File: config.mk
export PLATFORM = sky130hd
export DESIGN_NAME = cpu
export DESIGN_NICKNAME = d
export VERILOG_FILES = /design/src/common.sv /design/src/riscv_instr.sv /design/src/cpu.sv /design/src/decoder.sv /design/src/execute.sv /design/src/memory_access.sv
export SDC_FILE = /design/constraint.sdc
export NUM_CORES = 2
export LEC_CHECK = 0
export BUFFER_PORTS_ARGS = -buffer_cell sky130_fd_sc_hd__buf_4
export CAP_MARGIN = 20
export CORE_AREA = 2 2 464 466
export CTS_BUF_LIST = sky130_fd_sc_hd__clkbuf_8
export CTS_CLUSTER_SIZE = 30
export DETAILED_ROUTE_END_ITERATION = 7
export DIE_AREA = 0 0 466 468
export MAX_ROUTING_LAYER = met4
export PLACE_DENSITY = 0.61
export REMOVE_ABC_BUFFERS = 1
export SYNTH_ARGS = -nofsm -noshare
export SYNTH_HDL_FRONTEND = slang
export SYNTH_SLANG_ARGS = --single-unit
File: constraint.sdc
create_clock -name clock -period 46.7 [get_ports clock]
set_clock_uncertainty 0.15 [all_clocks]
set_input_delay 9.34 -clock clock [delete_from_list [all_inputs] [get_ports clock]]
set_output_delay 9.34 -clock clock [all_outputs]
set_load 0.02 [all_outputs]
File: src/common.sv
package common;

  // comparison commands leave 0 or 1 in bit 0
  typedef enum logic [3:0] {
    ALU_ADD,
    ALU_SUB,
    ALU_AND,
    ALU_OR,
    ALU_XOR,
    ALU_SLL,
    ALU_SRL,
    ALU_SRA,
    ALU_SLT,
    ALU_SLTU,
    ALU_EQ,
    ALU_NE,
    ALU_GE,
    ALU_GEU,
    ALU_PASS2
  } alu_cmd;

  typedef enum logic [2:0] {
    MEM_NONE,
    MEM_LB,
    MEM_LH,
    MEM_LW,
    MEM_SB,
    MEM_SH,
    MEM_SW
  } mem_access_type;

  // store width codes on write_wstrb
  localparam logic [1:0] WSTRB_BYTE = 2'd0;
  localparam logic [1:0] WSTRB_HALF = 2'd1;
  localparam logic [1:0] WSTRB_WORD = 2'd2;

  typedef enum logic [1:0] {
    WB_NONE,
    WB_ALU,
    WB_LOAD,
    WB_LINK
  } wb_src;

  typedef enum logic [1:0] {
    PC_NEXT,
    PC_BRANCH,
    PC_JAL,
    PC_JALR
  } pc_src;

endpackage

File: src/riscv_instr.sv
package riscv_instr;

  // major opcodes
  localparam logic [6:0] OP_LUI    = 7'b0110111;
  localparam logic [6:0] OP_AUIPC  = 7'b0010111;
  localparam logic [6:0] OP_JAL    = 7'b1101111;
  localparam logic [6:0] OP_JALR   = 7'b1100111;
  localparam logic [6:0] OP_BRANCH = 7'b1100011;
  localparam logic [6:0] OP_LOAD   = 7'b0000011;
  localparam logic [6:0] OP_STORE  = 7'b0100011;
  localparam logic [6:0] OP_IMM    = 7'b0010011;
  localparam logic [6:0] OP_REG    = 7'b0110011;
  localparam logic [6:0] OP_SYSTEM = 7'b1110011;

  // branch conditions
  localparam logic [2:0] F3_BEQ  = 3'b000;
  localparam logic [2:0] F3_BNE  = 3'b001;
  localparam logic [2:0] F3_BLT  = 3'b100;
  localparam logic [2:0] F3_BGE  = 3'b101;
  localparam logic [2:0] F3_BLTU = 3'b110;
  localparam logic [2:0] F3_BGEU = 3'b111;

  // loads are zero-extended only
  localparam logic [2:0] F3_LW  = 3'b010;
  localparam logic [2:0] F3_LBU = 3'b100;
  localparam logic [2:0] F3_LHU = 3'b101;

  localparam logic [2:0] F3_SB = 3'b000;
  localparam logic [2:0] F3_SH = 3'b001;
  localparam logic [2:0] F3_SW = 3'b010;

  // alu functions, shared by register and immediate forms
  localparam logic [2:0] F3_ADD  = 3'b000;
  localparam logic [2:0] F3_SLL  = 3'b001;
  localparam logic [2:0] F3_SLT  = 3'b010;
  localparam logic [2:0] F3_SLTU = 3'b011;
  localparam logic [2:0] F3_XOR  = 3'b100;
  localparam logic [2:0] F3_SR   = 3'b101;
  localparam logic [2:0] F3_OR   = 3'b110;
  localparam logic [2:0] F3_AND  = 3'b111;

  // funct7 of sub and sra
  localparam logic [6:0] F7_ALT = 7'b0100000;

  localparam logic [31:0] EBREAK = 32'h0010_0073;

  typedef struct packed {
    logic [6:0] funct7;
    logic [4:0] rs2;
    logic [4:0] rs1;
    logic [2:0] funct3;
    logic [4:0] rd;
    logic [6:0] opcode;
  } r_type;

  typedef struct packed {
    logic [11:0] imm;
    logic [4:0]  rs1;
    logic [2:0]  funct3;
    logic [4:0]  rd;
    logic [6:0]  opcode;
  } i_type;

  typedef struct packed {
    logic [6:0] imm_hi;
    logic [4:0] rs2;
    logic [4:0] rs1;
    logic [2:0] funct3;
    logic [4:0] imm_lo;
    logic [6:0] opcode;
  } s_type;

  typedef struct packed {
    logic       imm_12;
    logic [5:0] imm_10_5;
    logic [4:0] rs2;
    logic [4:0] rs1;
    logic [2:0] funct3;
    logic [3:0] imm_4_1;
    logic       imm_11;
    logic [6:0] opcode;
  } b_type;

  typedef struct packed {
    logic [19:0] imm;
    logic [4:0]  rd;
    logic [6:0]  opcode;
  } u_type;

  typedef struct packed {
    logic       imm_20;
    logic [9:0] imm_10_1;
    logic       imm_11;
    logic [7:0] imm_19_12;
    logic [4:0] rd;
    logic [6:0] opcode;
  } j_type;

  typedef union packed {
    r_type r_fmt;
    i_type i_fmt;
    s_type s_fmt;
    b_type b_fmt;
    u_type u_fmt;
    j_type j_fmt;
  } instr_word;

endpackage
File: src/cpu.sv
module cpu (
  input  logic        clock,
  input  logic        reset,
  // instruction memory
  output logic [31:0] pc,
  input  logic [31:0] instruction,
  // data memory
  output logic [31:0] address,
  input  logic [31:0] read_data,
  output logic        read_enable,
  output logic [31:0] write_data,
  output logic        write_enable,
  output logic [1:0]  write_wstrb,
  // debug view
  output logic        debug_ebreak,
  output logic [31:0] debug_reg [0:31]
);

  logic [31:0] reg_pc;
  logic [31:0] regfile [0:31];

  riscv_instr::instr_word instr;
  logic [4:0]  rd;
  logic [31:0] rs1_value;
  logic [31:0] rs2_value;

  common::alu_cmd         alu_ops;
  common::mem_access_type access_type;
  common::wb_src          wb_sel;
  common::pc_src          pc_sel;

  logic [31:0] op1;
  logic [31:0] op2;
  logic [31:0] alu_out;
  logic [31:0] target_base;
  logic [31:0] wb_mask;
  logic [31:0] pc_plus4;
  logic [31:0] wb_value;

  assign instr     = instruction;
  assign rd        = instr.r_fmt.rd;
  assign rs1_value = regfile[instr.r_fmt.rs1];
  assign rs2_value = regfile[instr.r_fmt.rs2];
  assign pc_plus4  = reg_pc + 32'd4;

  decoder decoder (
    .instruction    (instr),
    .pc             (reg_pc),
    .rs1_value      (rs1_value),
    .rs2_value      (rs2_value),
    .alu_result_bit (alu_out[0]),
    .alu_ops        (alu_ops),
    .access_type    (access_type),
    .op1            (op1),
    .op2            (op2),
    .wb_sel         (wb_sel),
    .pc_sel         (pc_sel),
    .target_base    (target_base)
  );

  execute execute (
    .op1     (op1),
    .op2     (op2),
    .alu_ops (alu_ops),
    .alu_out (alu_out)
  );

  memory_access memory_access (
    .reset        (reset),
    .access_type  (access_type),
    .read_enable  (read_enable),
    .write_enable (write_enable),
    .write_wstrb  (write_wstrb),
    .wb_mask      (wb_mask)
  );

  assign pc         = reg_pc;
  assign address    = alu_out;
  assign write_data = rs2_value;

  assign debug_ebreak = instruction == riscv_instr::EBREAK;
  assign debug_reg    = regfile;

  // loaded data already sits in the low bits
  always_comb begin
    case (wb_sel)
      common::WB_LOAD: wb_value = read_data & wb_mask;
      common::WB_LINK: wb_value = pc_plus4;
      default:         wb_value = alu_out;
    endcase
  end

  always_ff @(posedge clock or posedge reset) begin
    if (reset) begin
      reg_pc <= 32'd0;
    end else if (pc_sel == common::PC_NEXT) begin
      reg_pc <= pc_plus4;
    end else begin
      reg_pc <= target_base;
    end
  end

  // x0 is never written, so it stays zero from reset
  always_ff @(posedge clock or posedge reset) begin
    if (reset) begin
      for (int i = 0; i < 32; i++) begin
        regfile[i] <= 32'd0;
      end
    end else if (wb_sel != common::WB_NONE && rd != 5'd0) begin
      regfile[rd] <= wb_value;
    end
  end

endmodule

File: src/decoder.sv
module decoder (
  input  riscv_instr::instr_word     instruction,
  input  logic [31:0]                pc,
  input  logic [31:0]                rs1_value,
  input  logic [31:0]                rs2_value,
  input  logic                       alu_result_bit,
  output common::alu_cmd             alu_ops,
  output common::mem_access_type     access_type,
  output logic [31:0]                op1,
  output logic [31:0]                op2,
  output common::wb_src              wb_sel,
  output common::pc_src              pc_sel,
  output logic [31:0]                target_base
);

  logic [6:0]  opcode;
  logic [2:0]  funct3;
  logic        alt;
  logic [31:0] imm_i;
  logic [31:0] imm_s;
  logic [31:0] imm_b;
  logic [31:0] imm_u;
  logic [31:0] imm_j;
  logic [31:0] jalr_sum;

  // register and immediate forms share funct3; sub only exists as register op
  function automatic common::alu_cmd arith_cmd(input logic [2:0] f3, input logic sub_sra,
                                               input logic is_reg);
    common::alu_cmd cmd;
    case (f3)
      riscv_instr::F3_ADD:  cmd = (sub_sra && is_reg) ? common::ALU_SUB : common::ALU_ADD;
      riscv_instr::F3_SLL:  cmd = common::ALU_SLL;
      riscv_instr::F3_SLT:  cmd = common::ALU_SLT;
      riscv_instr::F3_SLTU: cmd = common::ALU_SLTU;
      riscv_instr::F3_XOR:  cmd = common::ALU_XOR;
      riscv_instr::F3_SR:   cmd = sub_sra ? common::ALU_SRA : common::ALU_SRL;
      riscv_instr::F3_OR:   cmd = common::ALU_OR;
      default:              cmd = common::ALU_AND;
    endcase
    return cmd;
  endfunction

  assign opcode = instruction.r_fmt.opcode;
  assign funct3 = instruction.r_fmt.funct3;
  assign alt    = instruction.r_fmt.funct7 == riscv_instr::F7_ALT;

  // immediates, one per format
  assign imm_i = {{20{instruction.i_fmt.imm[11]}}, instruction.i_fmt.imm};
  assign imm_s = {{20{instruction.s_fmt.imm_hi[6]}}, instruction.s_fmt.imm_hi,
                  instruction.s_fmt.imm_lo};
  assign imm_b = {{20{instruction.b_fmt.imm_12}}, instruction.b_fmt.imm_11,
                  instruction.b_fmt.imm_10_5, instruction.b_fmt.imm_4_1, 1'b0};
  assign imm_u = {instruction.u_fmt.imm, 12'h000};
  assign imm_j = {{12{instruction.j_fmt.imm_20}}, instruction.j_fmt.imm_19_12,
                  instruction.j_fmt.imm_11, instruction.j_fmt.imm_10_1, 1'b0};

  assign jalr_sum = rs1_value + imm_i;

  always_comb begin
    alu_ops     = common::ALU_ADD;
    access_type = common::MEM_NONE;
    op1         = rs1_value;
    op2         = imm_i;
    wb_sel      = common::WB_NONE;
    case (opcode)
      riscv_instr::OP_REG: begin
        alu_ops = arith_cmd(funct3, alt, 1'b1);
        op2     = rs2_value;
        wb_sel  = common::WB_ALU;
      end
      riscv_instr::OP_IMM: begin
        // srai carries the alt bit in imm[10]
        alu_ops = arith_cmd(funct3, alt, 1'b0);
        wb_sel  = common::WB_ALU;
      end
      riscv_instr::OP_LUI: begin
        alu_ops = common::ALU_PASS2;
        op2     = imm_u;
        wb_sel  = common::WB_ALU;
      end
      riscv_instr::OP_AUIPC: begin
        op1    = pc;
        op2    = imm_u;
        wb_sel = common::WB_ALU;
      end
      riscv_instr::OP_LOAD: begin
        wb_sel = common::WB_LOAD;
        case (funct3)
          riscv_instr::F3_LW:  access_type = common::MEM_LW;
          riscv_instr::F3_LHU: access_type = common::MEM_LH;
          riscv_instr::F3_LBU: access_type = common::MEM_LB;
          default:             wb_sel = common::WB_NONE;
        endcase
      end
      riscv_instr::OP_STORE: begin
        op2 = imm_s;
        case (funct3)
          riscv_instr::F3_SW: access_type = common::MEM_SW;
          riscv_instr::F3_SH: access_type = common::MEM_SH;
          riscv_instr::F3_SB: access_type = common::MEM_SB;
          default:            access_type = common::MEM_NONE;
        endcase
      end
      riscv_instr::OP_BRANCH: begin
        op2 = rs2_value;
        case (funct3)
          riscv_instr::F3_BEQ:  alu_ops = common::ALU_EQ;
          riscv_instr::F3_BNE:  alu_ops = common::ALU_NE;
          riscv_instr::F3_BLT:  alu_ops = common::ALU_SLT;
          riscv_instr::F3_BGE:  alu_ops = common::ALU_GE;
          riscv_instr::F3_BLTU: alu_ops = common::ALU_SLTU;
          default:              alu_ops = common::ALU_GEU;
        endcase
      end
      riscv_instr::OP_JAL, riscv_instr::OP_JALR: begin
        wb_sel = common::WB_LINK;
      end
      // ebreak only raises the debug flag in the top level
      riscv_instr::OP_SYSTEM: wb_sel = common::WB_NONE;
      default: wb_sel = common::WB_NONE;
    endcase
  end

  // kept apart from the operand logic since it depends on the alu result
  always_comb begin
    case (opcode)
      riscv_instr::OP_BRANCH: pc_sel = alu_result_bit ? common::PC_BRANCH : common::PC_NEXT;
      riscv_instr::OP_JAL:    pc_sel = common::PC_JAL;
      riscv_instr::OP_JALR:   pc_sel = common::PC_JALR;
      default:                pc_sel = common::PC_NEXT;
    endcase
  end

  always_comb begin
    case (opcode)
      riscv_instr::OP_JAL:  target_base = pc + imm_j;
      riscv_instr::OP_JALR: target_base = {jalr_sum[31:1], 1'b0};
      default:              target_base = pc + imm_b;
    endcase
  end

endmodule

File: src/execute.sv
module execute (
  input  logic [31:0]    op1,
  input  logic [31:0]    op2,
  input  common::alu_cmd alu_ops,
  output logic [31:0]    alu_out
);

  logic [4:0] shamt;
  logic       lt_signed;
  logic       lt_unsigned;
  logic       equal;

  // only the low five bits count for shifts
  assign shamt = op2[4:0];

  assign lt_signed   = $signed(op1) < $signed(op2);
  assign lt_unsigned = op1 < op2;
  assign equal       = op1 == op2;

  always_comb begin
    case (alu_ops)
      common::ALU_ADD: alu_out = op1 + op2;
      common::ALU_SUB: alu_out = op1 - op2;
      common::ALU_AND: alu_out = op1 & op2;
      common::ALU_OR:  alu_out = op1 | op2;
      common::ALU_XOR: alu_out = op1 ^ op2;
      common::ALU_SLL: alu_out = op1 << shamt;
      common::ALU_SRL: alu_out = op1 >> shamt;
      common::ALU_SRA: alu_out = $unsigned($signed(op1) >>> shamt);

      // compare results in bit 0
      common::ALU_SLT:  alu_out = {31'd0, lt_signed};
      common::ALU_SLTU: alu_out = {31'd0, lt_unsigned};
      common::ALU_EQ:   alu_out = {31'd0, equal};
      common::ALU_NE:   alu_out = {31'd0, !equal};
      common::ALU_GE:   alu_out = {31'd0, !lt_signed};
      common::ALU_GEU:  alu_out = {31'd0, !lt_unsigned};

      // lui
      common::ALU_PASS2: alu_out = op2;
      default:           alu_out = op1 + op2;
    endcase
  end

endmodule

File: src/memory_access.sv
module memory_access (
  input  logic                   reset,
  input  common::mem_access_type access_type,
  output logic                   read_enable,
  output logic                   write_enable,
  output logic [1:0]             write_wstrb,
  output logic [31:0]            wb_mask
);

  logic is_load;
  logic is_store;

  always_comb begin
    is_load     = 1'b0;
    is_store    = 1'b0;
    write_wstrb = common::WSTRB_WORD;
    wb_mask     = 32'hffff_ffff;
    case (access_type)
      common::MEM_LB: begin
        is_load     = 1'b1;
        write_wstrb = common::WSTRB_BYTE;
        wb_mask     = 32'h0000_00ff;
      end
      common::MEM_LH: begin
        is_load     = 1'b1;
        write_wstrb = common::WSTRB_HALF;
        wb_mask     = 32'h0000_ffff;
      end
      common::MEM_LW: is_load = 1'b1;
      common::MEM_SB: begin
        is_store    = 1'b1;
        write_wstrb = common::WSTRB_BYTE;
      end
      common::MEM_SH: begin
        is_store    = 1'b1;
        write_wstrb = common::WSTRB_HALF;
      end
      common::MEM_SW: is_store = 1'b1;
      default: ;
    endcase
  end

  // no memory traffic while in reset
  assign read_enable  = is_load && !reset;
  assign write_enable = is_store && !reset;

endmodule

==> flow_summary.yaml <==
layout:
  largest_reg_flops: 1024
  area_delta_synth_final_pct: 23.24
  fin_util_pct: 39.99
  finalNetCount: 8325
  drive_gt1_share_pct: 30.48
  final_cells: 11133
clock_tree:
  clk_path_buf_depth: 3
  clock_tree.root_cell: "clkbuf_8"
  path_clk_slew_ns: 0.06
  post-cts-setup-buffers: 0
  htreeDepth: 4
  clk_latency_ns: 1.06
  cts_tree: "built"
  cts-resized-gates: 0
  numCtsBuffers: 192
  clock-sinks: 1055
  ctsHoldBuffers: 0
timing:
  setup_ws_ns: 18.37
  setup_viol: 0
  finalCriticalPeriod_ns: 28.33
  max-slew-margin-rel_pct: 10.14
  slew_viol_final: 0
  tightest_slew_ns: 1.340
  period_share_pct: 60.67
  setup_tns_ns: 0
  hold_viol_final: 0
  rsz0062_at_grt: "false"
  fmax_mhz: 35.29
power:
  ir_drop_uv: 31.70
  power.density_nw_per_um2: 37.95
  leakagePower_uw: 0.03877
route:
  drt_wl_total_mm: 449.4
  vias: 71010
  drt-vias-per-instance: 6.378
  drc_errors: 0
  drt_iter0_markers: 10124
  ant_nets: 0
  drt-wirelength-per-cell_um: 40.36
  first_pass_iters: 7
synth:
  synth.ff_latch_count: 1055
  netlist_area_sq_um: 69230
  avgSynthCellArea_sq_um: 9.668
  seq_area_frac_synth_pct: 38.13
  synth-edff-count: 0
  synth-main-ff-cell: "dfrtp_1"
  synthArstFlopShare_pct: 100.0
  syn_inst: 7161
  yosysUniqueCellTypes: 104
  yosysWarningCount: 0
global_route:
  grt_pass1_wl_mm: 596.2
  grt_pass1_vias: 65964
  overflow: 0
  grt_max_degree: 150
  grt_antenna_before_repair: 35
  track_usage_pct: 41.07
place:
  pre_cts_ws_ns: 18.46
  gp_congestion: 1.109
  numPortBuffers: 1189
  dp_cells: 10748
  place.detailed.hpwl_mm: 341.8
floorplanning:
  dieWidth_um: 466
  die_y_um: 468
  dieArea_sq_um: 218100
  start_util_pct: 32.45
  fp-row-count: 170
  core_sq_um: 213300
  ioPinCount: 1191
min_path:
  hp-start: "debug_reg[1021]"
  hp-class: "reg2reg"
setup_path:
  crit_path_end_kind: "output pin"
  critPathTopFamily: "buffers and inverters"
  cpPeakStageDelay_ns: 0.76
  slowest_stage: "nor4_1"
  crit_top_cell: "buf_4"
  rr_startpoint: "debug_reg[544]"
  startpoint: "instruction[15]"
  path_max_fanout: 91
  path_class: "in2out"
  crit_required_ns: 37.21
  arrival_ns: 18.84
  start_kind: "input pin"
  cp_num_buf_inv: 8
outcome:
  status: "finished clean"
job:
  maxCapViolCount: 0
## worst register-to-register path: cells and delay by family, from the launching register on
kind | cells | cell delay, ns
buffers and inverters | 5 | 1.68
AND/OR/NAND/NOR | 4 | 1.28
multiplexers | 2 | 0.68
AO/OA/AOI/OAI | 12 | 3.66
flip-flops | 1 | 0.47
adder cells (fa/ha/maj) | 2 | 0.51
## layout make-up
class                   instances  area, sq um
fillers                     21085       128000
multi-input cells            5340        39940
flip-flops and latches       1055        26400
repair buffers               1408        10730
well taps                    2838         3551
clock buffers                 256         3523
clock inverters               100        684.4
inverters                     112        432.9
diodes                         24        60.06
## cells in the mapped netlist, drive strengths merged (42+ instances only)
cell	count	area [sq um]
o21ai	781	3976
nor2	749	2814
mux2	102	1149
mux2i	248	2482
o221ai	42	367.9
o22ai	52	325.3
nand3	105	525.5
mux4	454	10220
a21o	64	480.5
clkbuf	368	1390
nand2	873	3277
a211oi	52	395.4
or3	47	294.0
o211ai	62	475.5
nor3	103	525.5
a22oi	73	548.0
a21oi	642	3318
xnor2	56	490.5
inv	110	412.9
a31oi	59	421.7
dfrtp	1055	26400
buf	285	1924
xor2	46	402.9
ha	146	1827
a221oi	80	840.8
## through the flow
| stage | power, uW | area (sq um) | hold WS, ns |
|---|---|---|---|
| after floorplan | 1658 | 65910 | 0.3728 |
| after global placement | 2228 | 80920 | 0.2565 |
| after detailed placement | 2239 | 80960 | 0.2640 |
| after CTS | 3209 | 85160 | 0.2774 |
| after global routing | 3331 | 85290 | 0.2909 |
| final | 3238 | 85320 | 0.2757 |
## worst paths after layout
path | to | cells past startpoint | slack, ns
worst max-delay path | address[0] | 27 | 18.37
worst min-delay path | debug_reg[1021] | 0 | 0.28
worst max register to register | debug_reg[32] | 25 | 38.09
worst min register to register | debug_reg[1021] | 0 | 0.28
max in group asynchronous | debug_reg[906] | 6 | 34.30
min in group asynchronous | pc[16] | 2 | 8.31
## placed cells by master (no fill, tap or decap), types with 23 or more instances in the layout
cell	instances
nor3_1	95
and3_1	40
or2_2	23
nor2_4	23
nand3_1	103
xor2_1	46
a21oi_1	609
nand4_1	27
nand2b_1	33
clkinv_2	24
o22ai_1	52
mux4_2	454
o21ai_1	223
o21ai_0	540
o221ai_1	42
a31oi_1	50
nand2_1	846
xnor2_1	56
inv_1	144
dfrtp_1	1055
a21o_1	62
mux2i_1	248
a22oi_1	71
a21oi_2	29
o21a_1	33
clkbuf_8	256
ha_1	146
a221oi_1	54
nor2_1	715
mux2_2	102
o211ai_1	60
and2_1	25
a211oi_1	51
diode_2	24
o22a_1	29
buf_4	1394
or3_1	47
## metal layers
metal  vias up  wire length, um  track usage [%]  part of all wire [%]
met5         -                0                -                     0
li1      28387                -                -                     -
met3       994            55020            12.87                    12
met2      5454           191400            58.26                    43
met1     36175           177700            53.23                    40
met4         0            25200            18.92                   5.6
## logic make-up after synthesis
| group | after synthesis | synth area share (%) |
|---|---|---|
| AND/OR/NAND/NOR | 2126 | 13.12 |
| AO/OA/AOI/OAI | 2156 | 19.26 |
| flip-flops | 1055 | 38.13 |
| adder cells (fa/ha/maj) | 151 | 2.769 |
| multiplexers | 804 | 20.01 |
| buffers and inverters | 766 | 5.407 |
| other | 1 | 0.005417 |
| XOR/XNOR | 102 | 1.290 |
## where the power goes
group,internal [uW],total (uW),switching (uW)
Clock,518,977,459
Combinational,383,1150,768
Sequential,984,1110,126
Total,1890,3240,1350
Note: power is estimated with default switching activity, not from simulation.
